File: src/common/pipemips_settings.svh
`ifndef PIPEMIPS_SETTINGS_SVH
`define PIPEMIPS_SETTINGS_SVH

// datapath widths
`define PM_XLEN      32
`define PM_REG_ADDR  5
`define PM_NUM_REGS  32
`define PM_OP_W      6
`define PM_FN_W      6
`define PM_IMM_W     16

// opcodes, everything else gives no writeback
`define PM_OP_RTYPE  6'd1
`define PM_OP_ADDI   6'd5

// R-type funct codes
`define PM_FN_ADD    6'd1
`define PM_FN_SUB    6'd2
`define PM_FN_AND    6'd4
`define PM_FN_OR     6'd8
`define PM_FN_MUL    6'd24

`define PM_MUL_STAGES 4 // multiply pipe depth
`define PM_WBQ_DEPTH  4 // writeback queue entries, power of two

`endif

File: src/common/pipemips_pkg.sv
`include "pipemips_settings.svh"

package pipemips_pkg;

	// R-type view
	typedef struct packed {
		logic [`PM_OP_W-1:0]     opcode;
		logic [`PM_REG_ADDR-1:0] rs;
		logic [`PM_REG_ADDR-1:0] rt;
		logic [`PM_REG_ADDR-1:0] rd;
		logic [`PM_REG_ADDR-1:0] shamt;
		logic [`PM_FN_W-1:0]     funct;
	} r_fields_t;

	// immediate view, same word
	typedef struct packed {
		logic [`PM_OP_W-1:0]     opcode;
		logic [`PM_REG_ADDR-1:0] rs;
		logic [`PM_REG_ADDR-1:0] rt;
		logic [`PM_IMM_W-1:0]    imm;
	} i_fields_t;

	typedef union packed {
		r_fields_t r_fields;
		i_fields_t i_fields;
	} instr_t;

	// which execution pipe takes the instruction
	typedef enum logic [1:0] {
		UNIT_NONE = 2'd0,
		UNIT_ALU  = 2'd1,
		UNIT_MUL  = 2'd2
	} unit_t;

	typedef enum logic [1:0] {
		ALU_ADD = 2'd0,
		ALU_SUB = 2'd1,
		ALU_AND = 2'd2,
		ALU_OR  = 2'd3
	} alu_op_t;

	typedef struct packed {
		logic                    valid;
		unit_t                   unit;
		alu_op_t                 alu_op;
		logic [`PM_REG_ADDR-1:0] dest;
		logic [`PM_XLEN-1:0]     opa;
		logic [`PM_XLEN-1:0]     opb; // immediate already merged for addi
	} issue_t;

	typedef struct packed {
		logic                    valid;
		logic [`PM_REG_ADDR-1:0] dest;
		logic [`PM_XLEN-1:0]     data;
	} wb_t;

endpackage

File: src/logic/decode_issue.sv
`timescale 1ns/1ps
`include "pipemips_settings.svh"

module decode_issue
	import pipemips_pkg::*;
(
	input  logic                    clk,
	input  logic                    rst,
	input  logic                    i_inst_valid,
	input  instr_t                  i_inst,
	input  logic [`PM_XLEN-1:0]     i_rdata_a,
	input  logic [`PM_XLEN-1:0]     i_rdata_b,
	output logic [`PM_REG_ADDR-1:0] o_raddr_a,
	output logic [`PM_REG_ADDR-1:0] o_raddr_b,
	output issue_t                  o_issue
);

	issue_t issue_next;
	unit_t unit;
	alu_op_t alu_op;
	logic [`PM_REG_ADDR-1:0] dest;
	logic [`PM_XLEN-1:0] opb;

	// rs and rt sit in the same place in both views
	assign o_raddr_a = i_inst.r_fields.rs;
	assign o_raddr_b = i_inst.r_fields.rt;

	always_comb
	begin
		unit   = UNIT_NONE;
		alu_op = ALU_ADD;
		dest   = i_inst.r_fields.rd;
		opb    = i_rdata_b;
		case (i_inst.r_fields.opcode)
			`PM_OP_RTYPE:
			begin
				case (i_inst.r_fields.funct)
					`PM_FN_ADD:
					begin
						unit   = UNIT_ALU;
						alu_op = ALU_ADD;
					end
					`PM_FN_SUB:
					begin
						unit   = UNIT_ALU;
						alu_op = ALU_SUB;
					end
					`PM_FN_AND:
					begin
						unit   = UNIT_ALU;
						alu_op = ALU_AND;
					end
					`PM_FN_OR:
					begin
						unit   = UNIT_ALU;
						alu_op = ALU_OR;
					end
					`PM_FN_MUL: unit = UNIT_MUL;
					default:    unit = UNIT_NONE; // unknown funct is dropped
				endcase
			end
			`PM_OP_ADDI:
			begin
				unit   = UNIT_ALU;
				alu_op = ALU_ADD;
				dest   = i_inst.i_fields.rt; // addi writes rt
				opb    = {{(`PM_XLEN-`PM_IMM_W){1'b0}}, i_inst.i_fields.imm};
			end
			default: unit = UNIT_NONE; // nop, lw, sw, beq and the rest
		endcase
	end

	always_comb
	begin
		issue_next.valid  = i_inst_valid;
		issue_next.unit   = unit;
		issue_next.alu_op = alu_op;
		issue_next.dest   = dest;
		issue_next.opa    = i_rdata_a;
		issue_next.opb    = opb;
	end

	// one issue record per strobe, payload follows along every cycle
	always_ff @(posedge clk)
	begin
		if (!rst)
			o_issue.valid <= 1'b0;
		else
			o_issue <= issue_next;
	end

endmodule

File: src/logic/register_bank.sv
`timescale 1ns/1ps
`include "pipemips_settings.svh"

module register_bank
	import pipemips_pkg::*;
(
	input  logic                    clk,
	input  logic                    rst,
	input  logic [`PM_REG_ADDR-1:0] i_raddr_a,
	input  logic [`PM_REG_ADDR-1:0] i_raddr_b,
	input  wb_t                     i_wb,
	output logic [`PM_XLEN-1:0]     o_rdata_a,
	output logic [`PM_XLEN-1:0]     o_rdata_b
);

	logic [`PM_XLEN-1:0] regs [`PM_NUM_REGS];

	// write data is forwarded to a read of the same register
	assign o_rdata_a = (i_wb.valid && i_wb.dest == i_raddr_a) ? i_wb.data : regs[i_raddr_a];
	assign o_rdata_b = (i_wb.valid && i_wb.dest == i_raddr_b) ? i_wb.data : regs[i_raddr_b];

	always_ff @(posedge clk)
	begin
		if (!rst)
		begin
			// register i starts out holding i
			for (int i = 0; i < `PM_NUM_REGS; i++)
				regs[i] <= `PM_XLEN'(i);
		end
		else if (i_wb.valid)
		begin
			regs[i_wb.dest] <= i_wb.data;
		end
	end

endmodule

File: src/execute/alu_unit.sv
`timescale 1ns/1ps
`include "pipemips_settings.svh"

module alu_unit
	import pipemips_pkg::*;
(
	input  logic   clk,
	input  logic   rst,
	input  issue_t i_issue,
	output wb_t    o_done
);

	logic [`PM_XLEN-1:0] result;
	logic take;

	// both pipes see the record, only ours is picked up here
	assign take = i_issue.valid && (i_issue.unit == UNIT_ALU);

	always_comb
	begin
		case (i_issue.alu_op)
			ALU_ADD: result = i_issue.opa + i_issue.opb;
			ALU_SUB: result = i_issue.opa - i_issue.opb;
			ALU_AND: result = i_issue.opa & i_issue.opb;
			ALU_OR:  result = i_issue.opa | i_issue.opb;
			default: result = '0;
		endcase
	end

	// single result stage
	always_ff @(posedge clk)
	begin
		if (!rst)
		begin
			o_done.valid <= 1'b0;
		end
		else
		begin
			o_done.valid <= take;
			o_done.dest  <= i_issue.dest;
			o_done.data  <= result;
		end
	end

endmodule

File: src/execute/mul_pipe.sv
`timescale 1ns/1ps
`include "pipemips_settings.svh"

module mul_pipe
	import pipemips_pkg::*;
(
	input  logic   clk,
	input  logic   rst,
	input  issue_t i_issue,
	output wb_t    o_done
);

	wb_t entry;
	wb_t stage [`PM_MUL_STAGES];

	// product formed at entry, the stages only delay it
	always_comb
	begin
		entry.valid = i_issue.valid && (i_issue.unit == UNIT_MUL);
		entry.dest  = i_issue.dest;
		entry.data  = i_issue.opa * i_issue.opb; // low word only
	end

	always_ff @(posedge clk)
	begin
		if (!rst)
		begin
			for (int s = 0; s < `PM_MUL_STAGES; s++)
				stage[s].valid <= 1'b0;
		end
		else
		begin
			stage[0] <= entry;
			for (int s = 1; s < `PM_MUL_STAGES; s++)
				stage[s] <= stage[s-1];
		end
	end

	assign o_done = stage[`PM_MUL_STAGES-1];

endmodule

File: src/logic/writeback_queue.sv
`timescale 1ns/1ps
`include "pipemips_settings.svh"

module writeback_queue
	import pipemips_pkg::*;
(
	input  logic clk,
	input  logic rst,
	input  wb_t  i_alu_done,
	input  wb_t  i_mul_done,
	output wb_t  o_wb
);

	localparam int PTR_W = $clog2(`PM_WBQ_DEPTH);

	wb_t mem [`PM_WBQ_DEPTH];
	logic [PTR_W-1:0] wr_ptr;
	logic [PTR_W-1:0] wr_ptr_1;
	logic [PTR_W-1:0] rd_ptr;
	logic [PTR_W:0] count;
	logic [PTR_W:0] total; // stored plus arriving
	logic [1:0] n_in;
	logic pop;
	wb_t first_in;
	wb_t head;

	// alu goes ahead of mul on a tie
	assign first_in = i_alu_done.valid ? i_alu_done : i_mul_done;
	assign n_in     = {1'b0, i_alu_done.valid} + {1'b0, i_mul_done.valid};
	assign total    = count + (PTR_W+1)'(n_in);
	assign pop      = (total != '0);
	assign wr_ptr_1 = wr_ptr + PTR_W'(1);

	// empty queue lets the first arrival straight through
	assign head = (count != '0) ? mem[rd_ptr] : first_in;

	// arrivals are always written, the bypassed one is skipped by rd_ptr
	always_ff @(posedge clk)
	begin
		if (first_in.valid)
			mem[wr_ptr] <= first_in;
		if (i_alu_done.valid && i_mul_done.valid)
			mem[wr_ptr_1] <= i_mul_done;
	end

	always_ff @(posedge clk)
	begin
		if (!rst)
		begin
			wr_ptr       <= '0;
			rd_ptr       <= '0;
			count        <= '0;
			o_wb.valid   <= 1'b0;
		end
		else
		begin
			wr_ptr <= wr_ptr + PTR_W'(n_in);
			if (pop)
				rd_ptr <= rd_ptr + PTR_W'(1);
			count <= total - (PTR_W+1)'(pop);
			o_wb  <= head; // valid low when nothing is held or arriving
		end
	end

endmodule

File: src/logic/pipemips.sv
`timescale 1ns/1ps
`include "pipemips_settings.svh"

module pipemips
	import pipemips_pkg::*;
(
	input  logic   clk,
	input  logic   rst,
	input  logic   i_inst_valid,
	input  instr_t i_inst,
	output wb_t    o_wb
);

	logic [`PM_REG_ADDR-1:0] raddr_a;
	logic [`PM_REG_ADDR-1:0] raddr_b;
	logic [`PM_XLEN-1:0] rdata_a;
	logic [`PM_XLEN-1:0] rdata_b;
	issue_t issue;
	wb_t alu_done;
	wb_t mul_done;

	decode_issue u_decode_issue (
		.clk          (clk),
		.rst          (rst),
		.i_inst_valid (i_inst_valid),
		.i_inst       (i_inst),
		.i_rdata_a    (rdata_a),
		.i_rdata_b    (rdata_b),
		.o_raddr_a    (raddr_a),
		.o_raddr_b    (raddr_b),
		.o_issue      (issue)
	);

	// write port fed by the commit record
	register_bank u_register_bank (
		.clk       (clk),
		.rst       (rst),
		.i_raddr_a (raddr_a),
		.i_raddr_b (raddr_b),
		.i_wb      (o_wb),
		.o_rdata_a (rdata_a),
		.o_rdata_b (rdata_b)
	);

	alu_unit u_alu_unit (.clk(clk), .rst(rst), .i_issue(issue), .o_done(alu_done));

	mul_pipe u_mul_pipe (.clk(clk), .rst(rst), .i_issue(issue), .o_done(mul_done));

	writeback_queue u_writeback_queue (
		.clk        (clk),
		.rst        (rst),
		.i_alu_done (alu_done),
		.i_mul_done (mul_done),
		.o_wb       (o_wb)
	);

endmodule

File: config.mk
export PLATFORM = sky130hd
export DESIGN_NAME = pipemips
export DESIGN_NICKNAME = d
export VERILOG_FILES = /design/src/common/pipemips_pkg.sv /design/src/logic/decode_issue.sv /design/src/logic/register_bank.sv /design/src/execute/alu_unit.sv /design/src/execute/mul_pipe.sv /design/src/logic/writeback_queue.sv /design/src/logic/pipemips.sv
export VERILOG_INCLUDE_DIRS = /design/src /design/src/common
export SDC_FILE = /design/constraint.sdc
export NUM_CORES = 2
export LEC_CHECK = 0
export BUFFER_PORTS_ARGS = -buffer_cell sky130_fd_sc_hd__buf_2
export CORE_ASPECT_RATIO = 1.1
export CORE_UTILIZATION = 60
export DETAILED_ROUTE_END_ITERATION = 8
export PLACE_DENSITY_LB_ADDON = 0.12
export SLEW_MARGIN = 30
export SYNTH_ARGS = -nofsm -noshare
export SYNTH_HDL_FRONTEND = slang
export SYNTH_SLANG_ARGS = --single-unit
File: constraint.sdc
create_clock -name clk -period 11.4 [get_ports clk]
set_clock_uncertainty 0.2 [all_clocks]
set_input_delay 0.57 -clock clk [delete_from_list [all_inputs] [get_ports clk]]
set_output_delay 0.57 -clock clk [all_outputs]
set_load 0.01 [all_outputs]
# Word-level counts from Yosys, hierarchy flattened
# Memory sizes are Yosys's and may differ from the RTL's. A register that Yosys moved wholly into a read port is not among the register bits.
# Index checks and enable logic that the tools add are counted.
# word_totals
reg_bits	125
latchBits	0
ram_bits	1328
mem_bits_ro	0
input_bits	35
out_inout_bits	38
wordCells	82
mem_count	3
# op_classes
add_sub_neg	8
mul	1
div	0
order_cmp	0
eq_ne	13
n_shift	0
mux	27
bitwise_logic	6
n_reduce_logical	9
# mem_list
name	depth	word_bits	rd	rd_clocked_by_memory_dff	wr	line	rtl
u_register_bank.regs	32	32	2	1	32	register_bank.sv:16	logic [`PM_XLEN-1:0] regs [`PM_NUM_REGS];
u_mul_pipe.stage	4	38	4	0	4	mul_pipe.sv:14	wb_t stage [`PM_MUL_STAGES];
u_writeback_queue.mem	4	38	1	1	2	writeback_queue.sv:16	wb_t mem [`PM_WBQ_DEPTH];
# op_table
operator	n
32-bit one-hot mux with 4 select lines	1
38-bit 2-to-1 mux	2
32-bit 2-to-1 mux	2
32-bit adder	1
32-bit bitwise AND	1
32-bit by 32-bit multiplier with 32-bit output	1
32-bit OR	1
32-bit OR reduction	1
32-bit subtractor	1
16-bit 2-to-1 mux	1
1-bit 2-to-1 mux	14
6-bit by 1-bit == test with 1-bit output, second input constant	2
6-bit by 3-bit == test with 1-bit output, second input constant	2
5-bit 2-to-1 mux	2
2-bit one-hot mux with 2 select lines	2
2-bit == test, second input constant	3
6-bit by 2-bit == test with 1-bit output, second input constant	1
6-bit by 4-bit == test with 1-bit output, second input constant	1
6-bit by 5-bit == test with 1-bit output, second input constant	1
2-bit one-hot mux with 3 select lines	1
3-bit nonzero test	2
5-bit == test	1
2-bit by 1-bit adder with 2-bit output, second input constant	2
2-bit by 1-bit == test with 1-bit output, second input constant	2
other kinds (9)	16

# Logic depth before layout (Yosys ltp)
# An unclocked memory read counts as a cell.
# depth
ltp_word	6
ltp_mapped	29
mapped_depth_nobuf	27

# Cells and area by module
# Synthesis repeated with hierarchy kept, for this count alone.
# unflattened
cells_unflattened	7241
hier_area_um2	93676.1
# modules_own_cells
mod	instances	cells_each	area_each_um2	seq_area_each_um2
register_bank	1	4099	56213.9	30749.5
mul_pipe	1	1885	20390.8	4524.3
writeback_queue	1	586	9815.7	5875.6
alu_unit	1	528	4395.5	1131.1
decode_issue	1	143	2860.2	2212.1

# Worst setup path after synthesis
# No wires, ideal clock.
# synth_timing
kind	flip-flop to flip-flop
startpoint	register u_decode_issue.o_issue[6] in the netlist's numbering
endpoint	memory u_mul_pipe.stage[0][31] in the netlist's numbering (data pin)
arrival_time_ns	6.929
required_time_ns	10.940
path_slack_ns	4.011
path_stages_with_launch	26
path_buffers	2
synth_period_minus_slack_ns	7.389
cell_sequence	edfxtp_1 -> clkbuf_1 -> clkbuf_1 -> and2_1 -> fa_1 -> fa_1 -> inv_1 -> fa_1 -> fa_1 -> inv_1 -> fa_1 -> inv_1 -> fa_1 -> fa_1 -> fa_1 -> inv_1 -> ha_1 -> a21o_1 -> a21o_1 -> a21o_1 -> a32o_1 -> or2_1 -> a221oi_1 -> nand2b_1 -> a21oi_1 -> xnor2_1
# synth_lines
element	line	rtl
start, declared	decode_issue.sv:15	output issue_t o_issue
start signal, assigned	decode_issue.sv:89	o_issue <= issue_next;
end, declared	mul_pipe.sv:14	

==> impl_metrics.csv <==
group,metric,value,unit
sta,min_period,7.988,ns
floorplan,design.die.area,153600,um2
clock_network,cts_resized,0,
clock_network,tritoncts,"yes",
floorplan,core.rowCount,149,
synthesis,synth_seq_cells,1482,
critical_path,critPathMaxStageDelay,0.76,ns
critical_path,path_class,"flop to flop",
critical_path,cp_data_arrival_time,8.44,ns
floorplan,die_w,373.7,um
synthesis,yosysWarnings,0,
place,io_buffers,72,
drt,viasPerCell,6.746,
sta,relSlewSlack,32.92,%
floorplan,start_util,60.62,%
outcome,status,"complete, no violations",
critical_path,endpoint_kind,"flop",
cells_and_area,fin_nets,6975,
clock_network,htreeDepth,4,
critical_path,crit_chain,"and2_1 > fa_1 > inv_1 > fa_1 > fa_1 > fa_1 > inv_1 > fa_1 > inv_1 > fa_1 > inv_1 > fa_1 > fa_1 > ha_1 > nand4_1 > nor2_1 > o21ai_0 > a21oi_1 > o41a_1 > o21ai_1 > a21boi_1 > o21ai_0 > a21boi_1",
floorplan,coreArea,150400,um2
global_route,first_global_vias,57870,
critical_path,critPathTopFamily,"adder cells",
global_route,track_usage,37.30,%
floorplan,die_y,410.9,um
critical_path,critPathRequiredTime,11.85,ns
synthesis,synthArstFlopShare,0,%
floorplan,ios,73,
critical_path,cpMostUsedCell,"fa_1",
cells_and_area,most-common-layout-cells,"edfxtp_1 (1466), and2_1 (1214), mux4_2 (678)",
clock_network,clk_pin_slew,0.06,ns
drt,num_vias,57070,
sta,rsz0062_at_grt,"no",
clock_network,numCtsBuffers,156,
hold_path,hold_class,"primary input to flop",
synthesis,synth_area_per_cell,14.08,um2
critical_path,cp_slowest_cell,"edfxtp_1",
critical_path,startpoint_type,"flop",
drt,drc,0,
drt,finalWirelength,282100,um
synthesis,ys_seq_area_share,48.62,%
clock_network,cts.sinks,1482,
sta,fmax,0.1252,GHz
synthesis,synth_edf_count,1466,
clock_network,clock_latency,0.81,ns
place,gp_congestion,0.9327,
global_route,overflow,0,
global_route,grt_pass1_wl,404200,um
drt,initialDrtViolationCount,7757,
drt,dr.pass1.iters,6,
cells_and_area,mostFrequentLayoutCell,"edfxtp_1",
sta,hold_viol,0,
place,place_hpwl,173400,um
synthesis,synth_area,91190,um2
synthesis,syn-instance-count,6479,
sta,post-route-period-util,70.07,%
sta,tightest_slew,1.006,ns
cells_and_area,area_growth,8.972,%
sta,setup_viol,0,
global_route,grt_max_degree,105,
drt,post_drt_wl_per_cell,33.34,um
cells_and_area,drive_gt1_share,21.61,%
drt,drtAntennaViolNets,0,
critical_path,worstPathMaxFanout,18,
synthesis,synth_fp_nets,7088,
clock_network,cts_root_buffer,"clkbuf_16",
synthesis,ys_types,82,
sta,setup_tns,0,ns
global_route,antenna_found_initial,27,
clock_network,cts_max_path_buffers,3,
sta,final-max-slew-violation-count,0,
critical_path,cp.buffers_inverters,4,
synthesis,synth_ff_type,"edfxtp_1",
job,drv_cap,0,
[sequential cells by signal, summed over array words and instances (netlist names), named ones only]
signal / cells
u_alu_unit.o_done: 37
u_decode_issue.o_issue: 74
u_mul_pipe.stage: 148
u_register_bank.regs: 1024
u_writeback_queue.count: 3
u_writeback_queue.mem: 152
u_writeback_queue.o_wb: 38
u_writeback_queue.rd_ptr: 2
u_writeback_queue.wr_ptr: 2
[cell families (layout without fill, tap and decap cells)]
kind of cell	count (synthesis)	count (layout)	synth area share [%]
multiplexers	938	938	19.81
adder cells (fa/ha/maj)	603	603	11.57
AO/OA/AOI/OAI	378	378	2.504
AND/OR/NAND/NOR	1923	1923	11.78
buffers and inverters	998	1007	4.204
XOR/XNOR	157	157	1.508
flip-flops	1482	1482	48.62
other	0	9	0
[cells in the mapped netlist, types with 3 or more instances]
master / instances / area share [%]
inv_1: 442 / 1.8
nor2b_1: 7 / 0.048
mux2_2: 150 / 1.9
or2_2: 3 / 0.021
nand3b_1: 6 / 0.049
o21a_1: 8 / 0.066
mux4_2: 678 / 17
ha_1: 164 / 2.3
a311oi_1: 3 / 0.029
o2111ai_1: 3 / 0.029
and3_1: 4 / 0.027
and3b_1: 3 / 0.029
nand2b_1: 9 / 0.062
dfxtp_1: 16 / 0.35
mux2_1: 6 / 0.074
o21bai_1: 10 / 0.082
a21oi_1: 134 / 0.74
nor4_1: 6 / 0.041
nand3_1: 13 / 0.071
xnor2_1: 105 / 1.0
a31oi_1: 5 / 0.034
o21ai_1: 54 / 0.30
maj3_1: 29 / 0.32
fa_1: 410 / 9.0
nand4_1: 9 / 0.062
a211oi_1: 21 / 0.17
xor2_1: 52 / 0.50
a21o_1: 26 / 0.21
nand2_1: 359 / 1.5
or3_1: 88 / 0.60
nor2_1: 170 / 0.70
nor3_1: 13 / 0.071
a21boi_0: 4 / 0.033
edfxtp_1: 1466 / 48
buf_2: 63 / 0.35
o31ai_1: 9 / 0.074
clkbuf_1: 450 / 1.9
mux2i_1: 104 / 1.1
o21ai_0: 69 / 0.38
buf_1: 39 / 0.16
and2_1: 1215 / 8.3
[metrics by stage]
step / instance area, um2 / instances / utilization [%] / hold slack, ns / worst slack (ns)
floorplan: 91200 / 6479 / - / 0.2003 / 4.011
global placement: 94050 / 8148 / 62.52 / 0.2004 / 3.528
detailed placement: 94190 / 8154 / 62.61 / 0.2045 / 3.403
CTS: 99300 / 8449 / 66.00 / 0.01002 / 3.406
global route: 99360 / 8452 / 66.04 / 0.05106 / 3.086
finish: 99380 / 8460 / 66.05 / 0.05266 / 3.412
[worst paths after layout]
path | from | end | slack (ns) | cells past startpoint
hold / removal | i_inst[4] | u_decode_issue.o_issue[69] | 0.05 | 3
setup / recovery | u_decode_issue.o_issue[48] | u_mul_pipe.stage[0][29] | 3.41 | 23
hold reg to reg | u_mul_pipe.stage[1][3] | u_mul_pipe.stage[2][3] | 0.21 | 0
setup reg to reg | u_decode_issue.o_issue[48] | u_mul_pipe.stage[0][29] | 3.41 | 23
[metal layers]
layer | up-vias | GRT usage, % | wire (um) | share of wire (%)
met3 | 906 | 8.124 | 30790 | 11
met1 | 29430 | 47.34 | 97790 | 35
met4 | 6 | 20.63 | 17810 | 6.3
li1 | 23140 | - | - | -
met5 | - | 0 | 43 | 0.015
met2 | 3594 | 60.26 | 135600 | 48
[repair_timing]
item                                   CTS  global route
endpoints found under the hold margin   14             0
setup buffers                            0             0
hold buffers                            15             0
[worst register-to-register path: cells and delay by family (launching register included)]
family / cells / cell delay, ns
adder cells (fa/ha/maj): 9 / 4.33
AO/OA/AOI/OAI: 7 / 1.55
AND/OR/NAND/NOR: 3 / 0.82
flip-flops: 1 / 0.76
buffers and inverters: 4 / 0.20
[area by class of cell]
class                      instances  area [um2]
sequential                      1482       44350
timing repair buffer             284        2196
multi-input combinational       3999       43730
clock inverter                    78       758.2
tap                             1963        2456
inverter                         443        1663
antenna                            9       22.52
clock buffer                     202        4203
fill                           10720       51070
Power is left out: the tool's default activity adds up to more than one toggle a clock period on the data nets, which glitch-free logic cannot reach.
